### src/design/arithPkg.sv
// precision constants, probability model table, datapath types and coder FSM states
`default_nettype none

package arithPkg;

    localparam int PRECISION    = 14;
    localparam int FREQ_BITS    = 11;
    localparam int PRODUCT_BITS = PRECISION + FREQ_BITS;
    localparam int NUM_SYMBOLS  = 17;
    localparam int SYMBOL_BITS  = $clog2(NUM_SYMBOLS);
    localparam int WORD_BITS    = 32;
    localparam int COUNT_BITS   = $clog2(PRECISION + 1);   // divider step counter
    localparam int PENDING_BITS = 8;

    typedef logic [SYMBOL_BITS-1:0]  symbol_t;
    typedef logic [PRECISION-1:0]    interval_t;
    typedef logic [FREQ_BITS-1:0]    freq_t;
    typedef logic [PRODUCT_BITS-1:0] product_t;

    // interval bounds, the full range is [0, WHOLE)
    localparam interval_t WHOLE          = interval_t'(1 << (PRECISION - 1));
    localparam interval_t HALF           = interval_t'(1 << (PRECISION - 2));
    localparam interval_t QUARTER        = interval_t'(1 << (PRECISION - 3));
    localparam interval_t THREE_QUARTERS = interval_t'(3 << (PRECISION - 3));

    localparam symbol_t EOF_SYMBOL = symbol_t'(NUM_SYMBOLS - 1);
    localparam freq_t   TOTAL_FREQ = freq_t'(1024);          // kept below QUARTER

    // symbol k owns [CUM_FREQ[k], CUM_FREQ[k+1]), the last slot is end of message
    localparam freq_t CUM_FREQ [0:NUM_SYMBOLS] = '{
        11'd0,    11'd200,  11'd350,  11'd470,  11'd570,  11'd650,
        11'd720,  11'd780,  11'd830,  11'd870,  11'd900,  11'd925,
        11'd945,  11'd965,  11'd985,  11'd1000, 11'd1014, 11'd1024
    };

    typedef struct packed {
        freq_t low;      // cumulative count below the symbol
        freq_t high;     // cumulative count up to and including the symbol
        logic  isEof;
    } cumRange_t;

    typedef struct packed {
        logic valid;
        logic value;
        logic last;      // final code bit of the message
    } bitOut_t;

    typedef enum logic [3:0] {
        IDLE,
        LOAD,
        MULTIPLY,
        DIV_HIGH,
        DIV_LOW,
        RENORM,
        EMIT_PENDING,
        TERMINATE,
        REQUEST,
        WAIT_RELEASE
    } coderState_e;

endpackage

`default_nettype wire
### src/design/intervalDivider.sv
// sequential restoring divider of a width-frequency product by the total frequency
`timescale 1ns/1ps
`default_nettype none

module intervalDivider (
    input  wire                      clk,
    input  wire                      rstn,
    input  wire                      divStart,
    input  wire arithPkg::product_t  dividend,
    output logic                     divDone,
    output arithPkg::interval_t      quotient
);
    import arithPkg::*;

    freq_t                 partial;   // running remainder, stays below TOTAL_FREQ
    logic [FREQ_BITS:0]    trial;
    logic [COUNT_BITS-1:0] count;
    logic                  busy;

    // next dividend bit leaves the top of the quotient register
    assign trial = {partial, quotient[PRECISION-1]};

    always_ff @(posedge clk) begin
        if (!rstn) begin
            busy    <= 1'b0;
            count   <= '0;
            divDone <= 1'b0;
        end else begin
            divDone <= 1'b0;
            if (divStart) begin
                busy  <= 1'b1;
                count <= COUNT_BITS'(PRECISION);   // one quotient bit per cycle
            end else if (busy) begin
                count <= count - 1'b1;
                if (count == 1) begin
                    busy    <= 1'b0;
                    divDone <= 1'b1;
                end
            end
        end
    end

    // quotient bits shift in at the bottom while dividend bits shift out at the top
    always_ff @(posedge clk) begin
        if (divStart) begin
            partial  <= dividend[PRODUCT_BITS-1 -: FREQ_BITS];
            quotient <= dividend[PRECISION-1:0];
        end else if (busy) begin
            if (trial >= TOTAL_FREQ) begin
                partial  <= freq_t'(trial - TOTAL_FREQ);
                quotient <= {quotient[PRECISION-2:0], 1'b1};
            end else begin
                partial  <= freq_t'(trial);
                quotient <= {quotient[PRECISION-2:0], 1'b0};
            end
        end
    end

    // the coder keeps only one division in flight
    assert property (@(posedge clk) disable iff (!rstn) divStart |-> !busy)
        else $error("intervalDivider: divStart while a division is running");

endmodule

`default_nettype wire

### config.mk
export PLATFORM = sky130hd
export DESIGN_NAME = intervalDivider
export DESIGN_NICKNAME = d
export VERILOG_FILES = /design/src/design/arithPkg.sv /design/src/design/intervalDivider.sv
export SDC_FILE = /design/constraint.sdc
export NUM_CORES = 1
export LEC_CHECK = 0
export BUFFER_PORTS_ARGS = -buffer_cell sky130_fd_sc_hd__buf_2
export CORE_ASPECT_RATIO = 0.7
export CORE_UTILIZATION = 49
export CTS_CLUSTER_DIAMETER = 100
export DETAILED_ROUTE_END_ITERATION = 7
export PLACE_DENSITY_LB_ADDON = 0.15
export SYNTH_ARGS = -nofsm -noshare
export SYNTH_HDL_FRONTEND = slang
export SYNTH_SLANG_ARGS = --single-unit
### constraint.sdc
create_clock -name clk -period 2.71 [get_ports clk]
set_input_delay 0.542 -clock clk [delete_from_list [all_inputs] [get_ports clk]]
set_output_delay 0.542 -clock clk [all_outputs]
set_load 0.01 [all_outputs]
* After elaboration in Yosys (flattened, before gate mapping)
Index checks and enable logic that the tools add are counted.
** Word-level totals
- Flip-flop bits (word level) :: 31
- Output and inout bits :: 15
- Logic and storage cells :: 27
** Cells by class
- Add/subtract/negate cells :: 2
- $lt $le $gt $ge :: 1
- Equal/unequal tests :: 1
- Multiplexer cells :: 12
- Bitwise logic cells :: 2
- Reduce and logical (&&, ||, !) cells :: 3
** Operators with widths (count)
- two-way mux 11 bit :: 3
- two-way mux 14 bit :: 2
- >= comparator 12 x 11 -> 1 bit, second input constant :: 1
- subtractor 11 bit, second input constant :: 1
- two-way mux 4 bit :: 2
- two-way mux 1 bit :: 5
- == test 4 x 1 -> 1 bit, second input constant :: 1
- subtractor 4 x 1 -> 4 bit, second input constant :: 1
- OR reduction 3 bit :: 1
- inverter 1 bit :: 2
- nonzero test 2 bit :: 1
- OR reduction 2 bit :: 1

* Logic depth before layout (Yosys ltp)
Gate-level depths: netlist of run 1.
- Depth after elaboration :: 4
- Gate-level depth with buffers :: 5
- Gate-level depth less buffers :: 5

* Least setup slack after synthesis of run 1
OpenSTA, ideal clock, no wires.
- Path type :: input to register
- Start point :: in divStart
- End point :: reg partial[0], enable pin
- Library setup time :: 0.383 ns
- Arrival time :: 1.430 ns
- Required time :: 2.327 ns
- Slack :: 0.897 ns
- Stages on the path :: 3
- Path buffers :: 2
- Cells stage by stage :: buf_2 -> buf_6 -> or2_1
** Between the ends
- Longest elaborated chain between the ends :: 1
** RTL lines
- start, declared :: line intervalDivider.sv:8 : input wire divStart,
- nonzero test 2 bit (no line)
- end signal, assigned :: line intervalDivider.sv:46 : partial <= dividend[PRODUCT_BITS-1 -: FREQ_BITS];
- end signal, assigned :: line intervalDivider.sv:50 : partial <= freq_t'(trial - TOTAL_FREQ);
- end signal, assigned :: line intervalDivider.sv:53 : partial <= freq_t'(trial);
- end, declared :: line intervalDivider.sv:15 : freq_t partial;
Every way passes these cells.
A chain may end at the register's enable or synchronous reset.

* Worst setup path after layout of run 1
- Start point :: in divStart
- End point :: reg quotient[4], enable pin
** Between the ends
- Longest elaborated chain between the ends :: 1
** RTL lines
- nonzero test 2 bit (no line)
- end signal, assigned :: line intervalDivider.sv:47 : quotient <= dividend[PRECISION-1:0];
- end signal, assigned :: line intervalDivider.sv:51 : quotient <= {quotient[PRECISION-2:0], 1'b1};
- end signal, assigned :: line intervalDivider.sv:54 : quotient <= {quotient[PRECISION-2:0], 1'b0};
- end, declared :: line intervalDivider.sv:11 : output arithPkg::interval_t quotient
Every way passes these cells.

==> impl_metrics.csv, run 1 <==
group,metric,value,unit
run_status,status,"complete, no violations",
cts,path_clk_slew,0.06,ns
global_routing,gr-total-overflow,0,
routing,vias,807,
floorplanning,initial_core_util,0.538,
global_routing,grt_usage,0.154,
finish,fin_cells,167,
floorplanning,ios,43,
timing,setup_tns,0,ns
timing,setup_viol,0,
global_routing,grt_max_degree,34,
worst_hold_path,hold_path.class,"flop to flop",
floorplanning,dieArea,3020,µm²
worst_setup_path,cp_max_fo,33,
worst_setup_path,cp_slowest_cell,"buf_2",
synth,netlist_top_cells_area,"edfxtp_1 (55%), mux2_1 (18%), dfxtp_1 (8.8%), buf_6 (3.3%), o21a_1 (2.7%)",
worst_setup_path,crit_family,"buffers and inverters",
timing,timing.hold.ws,0.529,ns
worst_setup_path,path_depth,3,
worst_setup_path,start_kind,"primary input",
floorplanning,core_area,2550,µm²
synth,synth_top_cell_area_share,0.547,
finish,diodes,0,
timing,hold_viol,0,
worst_setup_path,path_buf_inv,2,
worst_setup_path,crit_chain,"buf_2, or2_1, buf_4",
finish,fin_nets,163,
cts,cts.root.buffer_cell,"clkbuf_8",
routing,dr.pass1.iters,3,
worst_setup_path,r2r.worst_path.cells,2,
routing,drtAntennaViolNets,0,
cts,clock_latency,0.27,ns
global_routing,use_met1,0.181,
routing,viasPerCell,4.83,
pwr,powerDensity,626,nW/µm²
routing,routed_wl,2.12,mm
finish,area_delta_synth_final,21.5,%
worst_setup_path,cp.required,2.68,ns
timing,period_share,0.562,
synth,ys_types,19,
global_routing,grt_pass1_wl,3.22,mm
timing,fin_ws,1.19,ns
synth,syn_area,1370,µm²
placed_design,dpl.hpwl,1.51,mm
placed_design,place_ws,0.881,ns
placed_design,gp_congestion,0.773,
cts,h-tree-depth,2,
cts,cts_tree,"built",
timing,drv_slew,0,
synth,ys_seq_elements,31,
routing,drt-initial-drc-count,28,
timing,slew_headroom,0.556,
routing,drc_errors,0,
synth,synth_top_cell_by_area,"edfxtp_1",
routing,avgRoutedWirePerCell,12.7,µm
synth,yosysSeqAreaShare,0.634,
cts,post-cts-setup-buffer-count,0,
finish,fin_util,0.653,
global_routing,grt_busiest_layer,"met2",
timing,worst_pin_slew,0.666,ns
finish,drive_above_1_share,0.391,
timing,skew,0.00586,ns
placed_design,dp.cells,160,
global_routing,antenna_found_initial,0,
finish,fillCellCount,200,
pwr,p_leak,0.686,nW
cts,holdBufCountCts,0,
flow_run,drv_cap,0,
pwr,vdd_ir_drop_max,0.411,mV
floorplanning,num_rows,15,
global_routing,met3_usage,0.0693,
timing,fin_crit,1.52,ns
worst_setup_path,cpPeakStageDelay,0.52,ns
worst_hold_path,hold_depth,1,
timing,max_clock_freq,0.657,GHz
synth,ys_warn_count,0,
timing,rsz0062_at_grt,"false",
synth,syn_avg_cell_area,15.8,µm²
floorplanning,fp.dieH,46.3,µm
synth,syn-num-nets,117,
worst_setup_path,critPathCaptureType,"flop",
worst_setup_path,cp.arrival,1.49,ns
worst_setup_path,crit_type,"primary input to flop",
placed_design,buffer_ports.inserted,42,
cts,cts.sinks,31,
cts,cts_made_buffers,5,
floorplanning,die_x,65.3,µm
synth,synthCells,87,
global_routing,grt_pass1_vias,742,
global_routing,met2_usage,0.243,
cts,clockBufferDepth,2,
cts,cts.repair.resized,0,
registers in the layout, summed over array words and instances (netlist names):
signal	cells
quotient	14
count	4
partial	11
busy	1
divDone	1
worst reg2reg max path, delay by kind of cell (launching register included):
family                 cells  cell delay (ns)
buffers and inverters      1             0.21
DFF                        1             0.48
and+or+nand+nor            1             0.17
layout by cell type (no fill, tap or decap), types with 2 or more instances in the layout:
master	netlist	routed
nand2b_1	3	3
nand2_1	3	3
nor2_1	3	3
dfxtp_1	6	6
clkbuf_8	0	5
inv_1	3	3
xnor2_1	2	2
mux2_1	22	22
o21a_1	5	5
ha_1	2	2
o21ai_0	2	2
buf_4	0	2
edfxtp_1	25	25
buf_2	1	42
final timing paths:
path | to | slack, ns | startpoint
worst min register to register | partial[6]$_DFFE_PP_ | 0.53 | partial[5]$_DFFE_PP_
worst min-delay path | partial[6]$_DFFE_PP_ | 0.53 | partial[5]$_DFFE_PP_
worst max register to register | quotient[4]$_DFFE_PP_ | 1.54 | busy$_SDFF_PN0_
worst max-delay path | quotient[4]$_DFFE_PP_ | 1.19 | divStart
layer usage:
metal,share of wire,routed length (µm),up-vias
li1,-,-,407
met1,0.44,938,369
met2,0.48,1010,27
met3,0.068,144,4
met4,0.010,22,0
met5,0,0,-
stage by stage:
step | total power [mW] | area [µm²]
after floorplan | 0.681 | 1370
after global placement | 0.727 | 1590
after detailed placement | 0.733 | 1590
after CTS | 1.06 | 1670
after global routing | 1.09 | 1670
final | 1.04 | 1670
area by class of cell:
type,count,area (µm²),share of cell area
clock buffers,5,68.8,0.0413
inverters,3,11.3,0.00675
multi-input cells,48,440,0.264
well taps,34,42.5,0.0255
clock inverters,2,8.76,0.00525
repair buffers,44,225,0.135
flip-flops and latches,31,871,0.522
Yosys cell counts:
library cell	instances
mux2_2	1
nor2_1	3
buf_2	1
edfxtp_1	25
nand2_1	3
xor2_1	1
ha_1	2
inv_1	3
a21oi_1	1
buf_6	4
o21a_1	5
nand2b_1	3
nor4_1	1
xnor2_1	2
or2_1	1
mux2_1	22
nor4b_4	1
dfxtp_1	6
o21ai_0	2
report_power, final:
| group | total, mW | internal (mW) | switching [mW] |
|---|---|---|---|
| Clock | 0.323 | 0.170 | 0.152 |
| Combinational | 0.125 | 0.0666 | 0.0589 |
| Sequential | 0.595 | 0.572 | 0.0234 |
| Total | 1.04 | 0.809 | 0.235 |
kinds of logic after synthesis:
family          share of synthesized area
flops                               0.634
mux                                 0.189
simple gates                       0.0565
compound gates                     0.0383
buf+inv                            0.0447
xor+xnor                           0.0191
fa+ha+maj                          0.0182
(Power assumes the default switching activity.)
==> run 2: changes to the inputs <==
- CORE_UTILIZATION: 49 -> 45
- clock period: 2.71 -> 1.25 ns (I/O delays scaled with it)
==> impl_metrics.csv, run 2 (same netlist as run 1, synthesis figures left out) <==
group,metric,value,unit
timing,skew,0.00470,ns
placed_design,placed_area,1620,µm²
global_routing,antenna_found_initial,0,
worst_setup_path,crit_start,"count[0]$_SDFFE_PP0P_",
floorplanning,dieArea,3280,µm²
timing,setup_tns,0,ns
flow_run,drv_cap,0,
routing,avgRoutedWirePerCell,13.3,µm
global_routing,grt_max_degree,26,
run_status,status,"complete, no violations",
timing,setup_viol,0,
pwr,power_frac_comb,0.111,
timing,drv_slew,0,
global_routing,grt_pass1_wl,3.55,mm
timing,period_share,0.907,
worst_setup_path,cp.required,1.43,ns
cts,clockBufferDepth,2,
timing,worst_pin_slew,0.345,ns
finish,top_register,"quotient",
cts,post-cts-setup-buffer-count,0,
timing,max_clock_freq,0.882,GHz
floorplanning,core_area,2840,µm²
global_routing,gr-total-overflow,0,
finish,diodes,0,
worst_setup_path,r2r.worst_path.cells,4,
finish,drive_above_1_share,0.415,
timing,slew_headroom,0.770,
placed_design,dpl.hpwl,1.58,mm
worst_setup_path,timing.reg2reg.setup_slack,0.12,ns
finish,area_delta_synth_final,26.3,%
pwr,powerDensity,1490,nW/µm²
worst_setup_path,start_kind,"flop",
timing,timing.hold.ws,0.246,ns
finish,largest_reg_flops,14,
cts,h-tree-depth,2,
worst_setup_path,crit_type,"flop to flop",
finish,final_common_cell,"buf_2",
cts,holdBufCountCts,0,
pwr,power_frac_clock,0.393,
floorplanning,fp.dieH,48.2,µm
placed_design,gp_congestion,0.645,
worst_hold_path,hold_path.class,"primary input to flop",
routing,drc_errors,0,
routing,viasPerCell,4.86,
worst_setup_path,critPathCaptureType,"flop",
cts,path_clk_slew,0.07,ns
placed_design,dp.cells,163,
routing,vias,831,
finish,reg_top3,"quotient: 14 flops, partial: 11 flops, count: 4 flops",
pwr,vdd_ir_drop_max,0.767,mV
finish,fin_nets,164,
worst_setup_path,cp.arrival,1.31,ns
timing,rsz0062_at_grt,"false",
pwr,p_int,2.04,mW
worst_setup_path,rr_endpoint,"busy$_SDFF_PN0_",
timing,fin_crit,1.13,ns
floorplanning,die_x,68.0,µm
worst_setup_path,worstReg2RegStart,"count[0]$_SDFFE_PP0P_",
pwr,swShare,0.214,
floorplanning,initial_core_util,0.483,
finish,final_cell_area,1730,µm²
timing,hold_viol,0,
cts,cts.root.buffer_cell,"clkbuf_8",
cts,cts_tree,"built",
routing,dr.pass1.iters,2,
routing,drtAntennaViolNets,0,
floorplanning,ios,43,
pwr,p_seq_frac,0.497,
routing,drt-initial-drc-count,40,
placed_design,buffer_ports.inserted,42,
finish,layout_common_cells,"buf_2 (42), edfxtp_1 (25), mux2_1 (22)",
pwr,netSwitchingPower,554,µW
cts,cts.repair.resized,0,
routing,routed_wl,2.28,mm
cts,cts_made_buffers,5,
cts,cts.sinks,31,
global_routing,grt_pass1_vias,758,
worst_setup_path,endpoint,"busy$_SDFF_PN0_",
finish,fin_cells,171,
cts,clock_latency,0.28,ns
global_routing,grt_usage,0.165,
pwr,p_leak,0.717,nW
worst_setup_path,cp_max_fo,4,
floorplanning,num_rows,16,
finish,fin_util,0.610,
-- run 2: power by group through the flow --
| stage | clock network (mW) | logic (mW) | registers (mW) |
|---|---|---|---|
| 5_1_grt | 1.08 | 0.318 | 1.30 |
| 3_3_place_gp | 0 | 0.284 | 1.31 |
| 3_5_place_dp | 0 | 0.291 | 1.31 |
| 2_1_floorplan | 0 | 0.156 | 1.32 |
| 6_report | 1.02 | 0.287 | 1.29 |
| 4_1_cts | 1.03 | 0.292 | 1.29 |
-- run 2: metal layers --
metal  vias up  track usage  wire length (µm)
met3         4       0.0981               226
met5         -            0                 0
met4         0       0.0750                24
met1       384        0.215              1100
li1        411            -                 -
met2        32        0.218               925
-- run 2: how the worst min path moves through the flow --
stage                               from               endpoint  slack, ns  cells past startpoint
finish                              rstn  count[3]$_SDFFE_PN0P_       0.25                      2
CTS                                 rstn  count[3]$_SDFFE_PN0P_       0.23                      2
global placement    partial[1]$_DFFE_PP_   partial[2]$_DFFE_PP_       0.51                      1
floorplan                           rstn  count[2]$_SDFFE_PN0P_       0.37                      1
global route                        rstn  count[2]$_SDFFE_PN0P_       0.22                      2
detailed placement  partial[4]$_DFFE_PP_   partial[5]$_DFFE_PP_       0.52                      1
-- run 2: through the flow --
stage               setup slack, ns  total power [mW]
CTS                           0.106              2.61
floorplan                     0.119              1.48
finish                        0.116              2.59
detailed placement           0.0800              1.60
global route                 0.0322              2.70
global placement             0.0876              1.59
-- run 2: layout make-up --
cell class | instances | area [µm²]
repair buffers | 45 | 245
multi-input cells | 48 | 443
fillers | 228 | 1110
well taps | 36 | 45.0
clock buffers | 6 | 82.6
clock inverters | 2 | 35.0
flip-flops and latches | 31 | 871
inverters | 3 | 11.3
-- run 2: worst max-delay path, cell delays in order, from the launching register on --
cell      delay (ns)
dfxtp_1         0.45
ha_1            0.18
nand2b_1        0.07
o21a_1          0.17
o21a_1          0.15
