===== src/design/arithPkg.sv =====
// precision constants, probability model table, datapath types and coder FSM states
`default_nettype none

package arithPkg;

    localparam int PRECISION    = 14;
    localparam int FREQ_BITS    = 11;
    localparam int PRODUCT_BITS = PRECISION + FREQ_BITS;
    localparam int NUM_SYMBOLS  = 17;
    localparam int SYMBOL_BITS  = $clog2(NUM_SYMBOLS);
    localparam int WORD_BITS    = 32;
    localparam int COUNT_BITS   = $clog2(PRECISION + 1);   // divider step counter
    localparam int PENDING_BITS = 8;

    typedef logic [SYMBOL_BITS-1:0]  symbol_t;
    typedef logic [PRECISION-1:0]    interval_t;
    typedef logic [FREQ_BITS-1:0]    freq_t;
    typedef logic [PRODUCT_BITS-1:0] product_t;

    // interval bounds, the full range is [0, WHOLE)
    localparam interval_t WHOLE          = interval_t'(1 << (PRECISION - 1));
    localparam interval_t HALF           = interval_t'(1 << (PRECISION - 2));
    localparam interval_t QUARTER        = interval_t'(1 << (PRECISION - 3));
    localparam interval_t THREE_QUARTERS = interval_t'(3 << (PRECISION - 3));

    localparam symbol_t EOF_SYMBOL = symbol_t'(NUM_SYMBOLS - 1);
    localparam freq_t   TOTAL_FREQ = freq_t'(1024);          // kept below QUARTER

    // symbol k owns [CUM_FREQ[k], CUM_FREQ[k+1]), the last slot is end of message
    localparam freq_t CUM_FREQ [0:NUM_SYMBOLS] = '{
        11'd0,    11'd200,  11'd350,  11'd470,  11'd570,  11'd650,
        11'd720,  11'd780,  11'd830,  11'd870,  11'd900,  11'd925,
        11'd945,  11'd965,  11'd985,  11'd1000, 11'd1014, 11'd1024
    };

    typedef struct packed {
        freq_t low;      // cumulative count below the symbol
        freq_t high;     // cumulative count up to and including the symbol
        logic  isEof;
    } cumRange_t;

    typedef struct packed {
        logic valid;
        logic value;
        logic last;      // final code bit of the message
    } bitOut_t;

    typedef enum logic [3:0] {
        IDLE,
        LOAD,
        MULTIPLY,
        DIV_HIGH,
        DIV_LOW,
        RENORM,
        EMIT_PENDING,
        TERMINATE,
        REQUEST,
        WAIT_RELEASE
    } coderState_e;

endpackage

`default_nettype wire

===== src/design/intervalCoder.sv =====
// execute stage, encoder FSM with interval update, renormalization and pending bits
`timescale 1ns/1ps
`default_nettype none

module intervalCoder (
    input  wire                       clk,
    input  wire                       rstn,
    input  wire                       start,
    input  wire arithPkg::symbol_t    symbolIn,
    input  wire                       symbolProvided,
    output logic                      symbolRequest,
    output logic                      idle,
    input  wire arithPkg::cumRange_t  range,
    output arithPkg::symbol_t         curSymbol,
    output logic                      divStart,
    output arithPkg::product_t        dividend,
    input  wire                       divDone,
    input  wire arithPkg::interval_t  quotient,
    output arithPkg::bitOut_t         bitOut,
    input  wire                       bitReady
);
    import arithPkg::*;

    coderState_e             state;
    interval_t               low;
    interval_t               high;        // exclusive upper bound
    interval_t               width;
    product_t                prodLow;     // waits while the upper bound is divided
    logic [PENDING_BITS-1:0] pending;
    logic                    pendValue;
    logic                    finishing;   // termination bits are on their way
    logic                    lowerHalf;
    logic                    upperHalf;
    logic                    middle;

    assign lowerHalf = (high <= HALF);
    assign upperHalf = (low >= HALF);
    assign middle    = (low >= QUARTER) && (high <= THREE_QUARTERS);

    // not idle until the packer has handed the final word to the host
    assign idle = (state == IDLE) && bitReady;

    always_ff @(posedge clk) begin
        if (!rstn) begin
            state         <= IDLE;
            symbolRequest <= 1'b0;
            divStart      <= 1'b0;
            bitOut        <= '0;
            curSymbol     <= '0;
            pending       <= '0;
            finishing     <= 1'b0;
        end else begin
            divStart <= 1'b0;
            unique case (state)
                IDLE: if (start && bitReady) begin
                    curSymbol <= symbolIn;
                    pending   <= '0;
                    finishing <= 1'b0;
                    state     <= LOAD;
                end
                LOAD: state <= MULTIPLY;
                MULTIPLY: begin
                    divStart <= 1'b1;                   // upper bound first
                    state    <= DIV_HIGH;
                end
                DIV_HIGH: if (divDone) begin
                    divStart <= 1'b1;
                    state    <= DIV_LOW;
                end
                DIV_LOW: if (divDone) state <= RENORM;
                RENORM: begin
                    if (lowerHalf || upperHalf) begin
                        bitOut <= '{valid: 1'b1, value: !lowerHalf, last: 1'b0};
                        state  <= EMIT_PENDING;
                    end else if (middle) begin
                        pending <= pending + 1'b1;
                    end else if (range.isEof) begin
                        state <= TERMINATE;
                    end else begin
                        symbolRequest <= 1'b1;
                        state         <= REQUEST;
                    end
                end
                EMIT_PENDING: if (bitReady) begin   // stall here while the packer is full
                    if (pending != 0) begin
                        bitOut.value <= pendValue;
                        bitOut.last  <= finishing && (pending == 1);
                        pending      <= pending - 1'b1;
                    end else begin
                        bitOut <= '0;
                        state  <= finishing ? IDLE : RENORM;
                    end
                end
                TERMINATE: begin
                    finishing <= 1'b1;
                    pending   <= pending + 1'b1;
                    bitOut    <= '{valid: 1'b1, value: (low > QUARTER), last: 1'b0};
                    state     <= EMIT_PENDING;
                end
                REQUEST: if (symbolProvided) begin
                    curSymbol     <= symbolIn;
                    symbolRequest <= 1'b0;
                    state         <= WAIT_RELEASE;
                end
                WAIT_RELEASE: if (!symbolProvided) state <= LOAD;
                default: state <= IDLE;
            endcase
        end
    end

    // interval datapath, follows the FSM state
    always_ff @(posedge clk) begin
        unique case (state)
            IDLE: begin
                low  <= '0;
                high <= WHOLE;
            end
            LOAD: width <= high - low;
            MULTIPLY: begin
                dividend <= product_t'(width) * product_t'(range.high);
                prodLow  <= product_t'(width) * product_t'(range.low);
            end
            DIV_HIGH: if (divDone) begin
                high     <= low + quotient;
                dividend <= prodLow;
            end
            DIV_LOW: if (divDone) low <= low + quotient;
            RENORM: begin
                if (lowerHalf) begin
                    low       <= low << 1;
                    high      <= high << 1;
                    pendValue <= 1'b1;              // pending bits follow as 1s
                end else if (upperHalf) begin
                    low       <= (low - HALF) << 1;
                    high      <= (high - HALF) << 1;
                    pendValue <= 1'b0;
                end else if (middle) begin
                    low  <= (low - QUARTER) << 1;
                    high <= (high - QUARTER) << 1;
                end
            end
            TERMINATE: pendValue <= (low <= QUARTER);
            default: ;
        endcase
    end

    // holds across the divider results and every rescale step
    assert property (@(posedge clk) disable iff (!rstn)
        (state inside {RENORM, TERMINATE}) |-> (low < high))
        else $error("intervalCoder: interval collapsed, low %0d high %0d", low, high);

endmodule

`default_nettype wire


===== config.mk =====
export PLATFORM = sky130hd
export DESIGN_NAME = intervalCoder
export DESIGN_NICKNAME = d
export VERILOG_FILES = /design/src/design/arithPkg.sv /design/src/design/intervalCoder.sv
export SDC_FILE = /design/constraint.sdc
export NUM_CORES = 1
export LEC_CHECK = 0
export BUFFER_PORTS_ARGS = -buffer_cell sky130_fd_sc_hd__buf_2
export CORE_UTILIZATION = 35
export DETAILED_ROUTE_END_ITERATION = 7
export GPL_ROUTABILITY_DRIVEN = 0
export PLACE_DENSITY = 0.58
export SYNTH_ARGS = -nofsm -noshare
export SYNTH_HDL_FRONTEND = slang
export SYNTH_SLANG_ARGS = --single-unit

===== constraint.sdc =====
create_clock -name clk -period 19.3 [get_ports clk]
set_clock_uncertainty 0.1 [all_clocks]
set_input_delay 5.79 -clock clk [delete_from_list [all_inputs] [get_ports clk]]
set_output_delay 5.79 -clock clk [all_outputs]
set_load 0.01 [all_outputs]

Word-level counts from Yosys, hierarchy flattened --
Cells that the tools add are included.
Storage, ports and cells: word-level logic and storage cells 134, output and inout port bits 36, register bits after elaboration 116
Cells by class: equality and inequality tests 26, mux-type cells 49, reductions and logical operators 28, multipliers 2, add/sub/neg operators 8, $lt $le $gt $ge 6
Operators by type and width (number):
- 14-bit two-way mux | 7
- 14-bit one-hot mux with 3 select lines | 2
- 14-bit by 11-bit multiplier with 25-bit output | 2
- 25-bit one-hot mux with 2 select lines | 1
- 4-bit two-way mux | 10
- 8-bit two-way mux | 5
- 4-bit one-hot mux with 10 select lines | 1
- 8-bit one-hot mux with 4 select lines | 1
- 14-bit by 13-bit less-or-equal comparator with 1-bit output, second input constant | 2
- 13-bit by 12-bit subtractor with 13-bit output, second input constant | 2
- 13-bit subtractor, second input constant | 2
- 25-bit two-way mux | 1
- 2-bit inequality test, second input constant | 12
- 4-bit by 3-bit == test with 1-bit output, second input constant | 4
- 14-bit adder | 1
- 14-bit by 12-bit greater-or-equal comparator with 1-bit output, second input constant | 1
- 14-bit by 13-bit greater-or-equal comparator with 1-bit output, second input constant | 1
- 14-bit by 12-bit greater-than comparator with 1-bit output, second input constant | 1
- 14-bit by 12-bit less-or-equal comparator with 1-bit output, second input constant | 1
- 14-bit subtractor | 1
- 3-bit AND reduction | 4
- 5-bit two-way mux | 2
- 5-bit one-hot mux with 2 select lines | 1
- 2-bit nonzero test | 5
- other kinds (26) | 49

Longest topological paths before layout --
Gate-level depths: netlist of the first run.
depth after elaboration 6, mapped depth 19, gate-level depth less buffers 18

Worst setup path before layout of the first run --
No wires, ideal clock.
path type input to output, from input port bitReady, to output port idle, stages on the path 1, arrival 6.148 ns, slack 7.262 ns, path buffers 0, cells stage by stage nor3b_1
On the way: word-level cells in the longest chain between the ends 1
RTL lines:
- from (decl) | line intervalCoder.sv:20 | input wire bitReady
- 1-bit logical AND | line intervalCoder.sv:41 | assign idle = (state == IDLE) && bitReady;
- to (decl) | line intervalCoder.sv:12 | output logic idle,
Every way passes these cells.

Worst setup path after layout of the first run --
Ends and elaborated chain as after synthesis.

==> results.toml, run 1 <==
[run_status]
status = "complete, but fails checks"
violations = "design-rule violations"

[synth]
synth_edf_count = 93
ys_seq_elements = 116
dominantRegCellSynth = "edfxtp_1"
synth_cell_types = 76
ys_warn_count = 0
syn_nets = 2278
syn_inst = 1855
synth_area_sq_um = 16700
syn_area_per_cell_sq_um = 9.02
yosysSeqAreaShare = 0.194
async_flop_share = 0

[clock_tree]
cts_sinks = 116
clk_pin_slew_ns = 0.06
insertion_delay_ns = 0.43
numCtsBuffers = 17
cts-htree-levels = 4
cts_buffer_depth = 2
cts_tree = "built"
cts_resized = 0
post_cts.repair.setup_buffers = 0
root_buffer = "clkbuf_16"
cts_hold_buf = 0

[die]
die_x_um = 221
coreArea_sq_um = 46900
io_pins = 84
start_util = 0.357
num_rows = 79
dieArea_sq_um = 48700
die_y_um = 221

[setup_path]
critPathTopFamily = "buffers and inverters"
crit_arrival_ns = 6.36
r2r-end = "dividend[19]"
required_ns = 13.41
r2r_start = "width[5]"
crit_buf_inv = 2
cp.depth = 3
crit_start = "bitReady"
worstPathCellList = "buf_2, nor3b_1, buf_2"
critPathKind = "input pin to output port"
crit_end = "idle"
cp-start-kind = "input pin"
critPathMaxFanout = 5
r2r_slack_ns = 12.82
critPathSlowestCell = "nor3b_1"
cp-end-kind = "output port"
reg2reg_depth = 16
crit_top_cell = "buf_2"
max_stage_delay_ns = 0.27

[drt]
wl_per_cell_um = 17.5
vias = 13300
ant_nets = 0
drtPass1Iterations = 7
drtIter0Drc = 662
via_per_inst = 5.30
route.detailed.drc = 5
wl_mm = 43.9

[layout]
drive_gt1_frac = 0.0830
area.sequential_sq_um = 3250
layout_common_cells = "inv_1 (294), nand2_1 (242), fa_1 (216)"
fillers = 4771
multi_input_area_sq_um = 12000
layout.nets = 2313
final_common_cell = "inv_1"
area_delta_synth_final_pct = 9.63
diodes = 0

[placement]
io_buffers = 83
place_hpwl_mm = 33.2

[grt]
grt_pass1_wl_mm = 71.2
grt-ovfl-total = 0
grt_max_degree = 46
antenna_found_initial = 1
grt_use_total = 0.187
grt_pass1_vias = 13700

[sta]
worstMarginPinSlew_ns = 1.17
timing.final.crit_share = 0.635
timing.fmax_ghz = 0.0816
setup_tns_ns = 0
slew_headroom = 0.218
setup_viol = 0
finalHoldViolCount = 0
min_period_ns = 12.25
grt_setup_unrepaired = "false"
slew_viol_final = 0

[run]
cap_violations = 0

[hold_path]
hold_path.class = "flip-flop to flip-flop"
==> worst register-to-register path, cell delays in order (launching register included) <==
cell      delay (ns)
edfxtp_1        1.12
nand2_1         0.22
fa_1            0.59
inv_1           0.05
fa_1            0.51
fa_1            0.53
fa_1            0.56
inv_1           0.06
fa_1            0.54
inv_1           0.05
ha_1            0.39
and4_1          0.23
nor3b_1         0.18
o21ai_0         0.23
a21oi_1         0.34
nor4_1          0.09
nor3_1          0.41
==> cells in the mapped netlist, drive strengths merged (4+ instances only) <==
library cell,instances,share of area
o21ai,69,0.021
dfxtp,23,0.028
clkbuf,71,0.016
a31oi,7,0.0026
a211oi,18,0.0081
buf,15,0.0051
or2,6,0.0022
fa,216,0.26
nand3b,6,0.0027
or3,14,0.0052
nand2b,8,0.0030
a41oi,5,0.0026
xor2,13,0.0068
mux2i,13,0.0078
nand2,242,0.054
o21a,16,0.0072
xnor2,36,0.019
nor2b,12,0.0045
inv,294,0.066
nand3,27,0.0081
nor2,77,0.017
and2,150,0.056
nor3,27,0.0081
o31a,4,0.0021
o31ai,15,0.0076
edfxtp,93,0.17
nor3b,9,0.0040
o2111ai,5,0.0026
ha,159,0.12
a2111oi,4,0.0032
nor4,9,0.0045
and3,10,0.0037
a21o,20,0.0090
a21oi,74,0.023
o211ai,9,0.0049
nand4,12,0.0045
a221oi,4,0.0021
a22o,12,0.0063
==> registers in the layout, indices dropped and copies added (netlist names), 3 cells and up <==
name / count
width: 14
low: 14
prodLow: 25
state: 4
pending: 8
dividend: 25
curSymbol: 5
high: 14
bitOut: 3
==> cells by family after synthesis <==
family                   share of synthesized area
AO/OA/AOI/OAI                                0.122
XOR/XNOR                                    0.0257
adder cells (fa/ha/maj)                      0.377
buffers and inverters                       0.0870
flip-flops                                   0.194
multiplexers                               0.00778
AND/OR/NAND/NOR                              0.186
==> worst min-delay path by stage <==
stage	startpoint	end	slack (ns)	depth (start not counted)
floorplan	finishing	finishing	0.36	2
CTS	bitOut[0]	bitOut[0]	0.37	2
detailed placement	bitOut[0]	bitOut[0]	0.36	2
global placement	bitOut[0]	bitOut[0]	0.36	2
global route	bitOut[0]	bitOut[0]	0.40	2
finish	bitOut[0]	bitOut[0]	0.37	2
==> per-layer routing <==
metal | global-route usage | vias to the layer above | part of all wire
met4 | 0.0596 | 2 | 0.024
li1 | - | 6176 | -
met5 | 0 | - | 0.00027
met2 | 0.331 | 351 | 0.50
met1 | 0.235 | 6700 | 0.43
met3 | 0.0241 | 77 | 0.047
==> final cells by class <==
type | count | share of cell area
Clock inverter | 15 | 0.0111
Sequential cell | 116 | 0.177
Multi-Input combinational cell | 1359 | 0.656
Inverter | 294 | 0.0602
Clock buffer | 17 | 0.0232
Tap cell | 607 | 0.0414
Timing Repair Buffer | 102 | 0.0304
==> per-stage QoR <==
step / hold slack [ns] / setup WS, ns / utilization / cells / area [sq um]
global route: 0.404 / 6.97 / 0.391 / 2510 / 18300
finish: 0.371 / 7.05 / 0.391 / 2510 / 18300
global placement: 0.356 / 7.02 / 0.378 / 2478 / 17700
detailed placement: 0.362 / 7.06 / 0.378 / 2478 / 17700
CTS: 0.373 / 7.05 / 0.391 / 2510 / 18300
floorplan: 0.359 / 7.26 / - / 1855 / 16700
Power of run 1 is left out: the tool's default activity adds up to more than one toggle a clock period on the data nets, which glitch-free logic cannot reach.
==> inputs of run 2 (changes only) <==
ABC_AREA = 1   (was unset)
PLACE_DENSITY = 0.6   (was 0.58)
clock period = 9.92 ns   (was 19.3 ns; I/O delays follow)
==> results.toml, run 2 <==
[run_status]
status = "finished clean"

[grt]
antenna_found_initial = 0
grt-ovfl-total = 0
grt_max_degree = 43
grt_pass1_vias = 15000
grt_pass1_wl_mm = 76.7
grt_use_total = 0.195

[layout]
layout.nets = 2714
diodes = 0
utilization = 0.389
layout_common_cells = "nand2_1 (650), inv_1 (513), fa_1 (216)"
area_delta_synth_final_pct = 9.53
multi_input_area_sq_um = 11600
reg_top3 = "dividend (25), prodLow (25)"
fillers = 4992
area.sequential_sq_um = 3250
final_common_cell = "nand2_1"
drive_gt1_frac = 0.0664

[drt]
ant_nets = 0
wl_mm = 46.2
route.detailed.drc = 0
drtIter0Drc = 981
via_per_inst = 4.91
vias = 14300
drtPass1Iterations = 7
wl_per_cell_um = 15.8

[sta]
timing.fmax_ghz = 0.133
timing.final.crit_share = 0.758
setup_tns_ns = 0
setup_viol = 0
grt_setup_unrepaired = "false"
worstMarginPinSlew_ns = 1.26
slew_headroom = 0.159
finalHoldViolCount = 0
hold_slack_ns = 0.356
min_period_ns = 7.52
setup_ws_ns = 2.40
slew_viol_final = 0

[synth]
ys_seq_elements = 116
synth_most_common_cell = "nand2_1"
yosys.area_share.simple = 0.223
yosysSeqAreaShare = 0.191
synth_area_sq_um = 17000
dominantRegCellSynth = "edfxtp_1"
synthXorXnorAreaFrac = 0.0216
synthTopCellsByCount = "nand2_1 (650), inv_1 (513), fa_1 (216), ha_1 (159), nor2_1 (109)"
async_flop_share = 0
syn_nets = 2659
synthAdderAreaFrac = 0.371
synthMuxAreaShare = 0
synth_compound_area_frac = 0.0642
synth_area_leaders = "fa_1 (25%), edfxtp_1 (16%), nand2_1 (14%), ha_1 (12%), inv_1 (11%)"
synth_edf_count = 93
post-synth-top-area-cell = "fa_1"
syn_inst = 2236
syn_area_per_cell_sq_um = 7.60
synth_cell_types = 42
synth_top_family_by_area = "adder cells"
ys_warn_count = 0
synth.top_cell.area_share = 0.254

[setup_path]
reg2reg_depth = 16
critPathMaxFanout = 14
required_ns = 10.00
r2r_slack_ns = 4.13
r2r_start = "width[9]"
cp-end-kind = "flip-flop"
crit_start = "range[14]"
crit_arrival_ns = 7.59
critPathKind = "input pin to flip-flop"
r2r-end = "dividend[14]"
cp-start-kind = "input pin"

[die]
coreArea_sq_um = 47800
num_rows = 80
start_util = 0.355
io_pins = 84
die_y_um = 222
dieArea_sq_um = 49500
die_x_um = 222

[hold_path]
hp-start = "symbolRequest"
hold_path.class = "flip-flop to flip-flop"
hold_depth = 2
whs_endpoint = "symbolRequest"

[clock_tree]
root_buffer = "clkbuf_16"
cts_tree = "built"
cts_hold_buf = 0
cts-htree-levels = 4
cts_sinks = 116
numCtsBuffers = 17
cts_buffer_depth = 2
cts_resized = 0
clk_pin_slew_ns = 0.05
insertion_delay_ns = 0.43
post_cts.repair.setup_buffers = 0

[placement]
place_hpwl_mm = 36.6
dp_slack_ns = 1.96
io_buffers = 83

[run]
cap_violations = 0
## run 2: cell count changes after synthesis, sizes merged, moves of 13 or more
cell	delta
nand2	+410
inv	+220
and2	-150
nand3	+73
nor2	+37
a21oi	+26
xnor2	-19
a211oi	-17
o21a	-14
or3	-14
a21o	-13
clkbuf	-13
mux2i	-13
o31ai	-13
## run 2: per-layer routing
layer  global-route usage  part of all wire  wire, um
met1                0.241              0.42     19500
met2                0.349              0.50     23000
met3               0.0213             0.043      1970
met4               0.0734             0.037      1730
met5                    0                 0         0
## run 2: layout make-up
class	instances	area share
Clock buffer	24	0.0275
Clock inverter	8	0.00249
Inverter	515	0.104
Multi-Input combinational cell	1542	0.621
Sequential cell	116	0.175
Tap cell	615	0.0413
Timing Repair Buffer	99	0.0288
## run 2: kinds of logic (layout without fill, tap and decap cells)
group | Yosys count | count (layout)
flip-flops | 116 | 116
AO/OA/AOI/OAI | 200 | 200
adder cells (fa/ha/maj) | 375 | 375
AND/OR/NAND/NOR | 925 | 925
XOR/XNOR | 42 | 42
buffers and inverters | 578 | 646
## run 2: worst max path at each step
stage                               to  slack (ns)  cells after the start
final                      prodLow[24]        2.40                     20
after global routing       prodLow[20]        2.01                     20
after CTS                  prodLow[24]        2.43                     20
after detailed placement   prodLow[24]        1.96                     20
after global placement    dividend[14]        2.06                     17
after floorplan           dividend[14]        2.31                     18
## run 2: metrics by stage
stage	instances	cell area, sq um
final	2919	18600
after detailed placement	2887	18100
after global routing	2919	18600
after CTS	2919	18600
after global placement	2887	18100
after floorplan	2236	17000
## run 2: worst max-delay path: stages
cell      delay, ns
buf_2          0.25
nand2_1        0.13
fa_1           0.56
inv_1          0.05
fa_1           0.50
inv_1          0.06
fa_1           0.53
inv_1          0.05
fa_1           0.48
inv_1          0.05
fa_1           0.47
inv_1          0.04
ha_1           0.39
nand2_1        0.10
nor2_1         0.15
nand4_1        0.10
o21ai_0        0.41
nand2_1        0.13
nand3b_1       0.11
nand2_1        0.05
Power of run 2 is left out for the same reason.
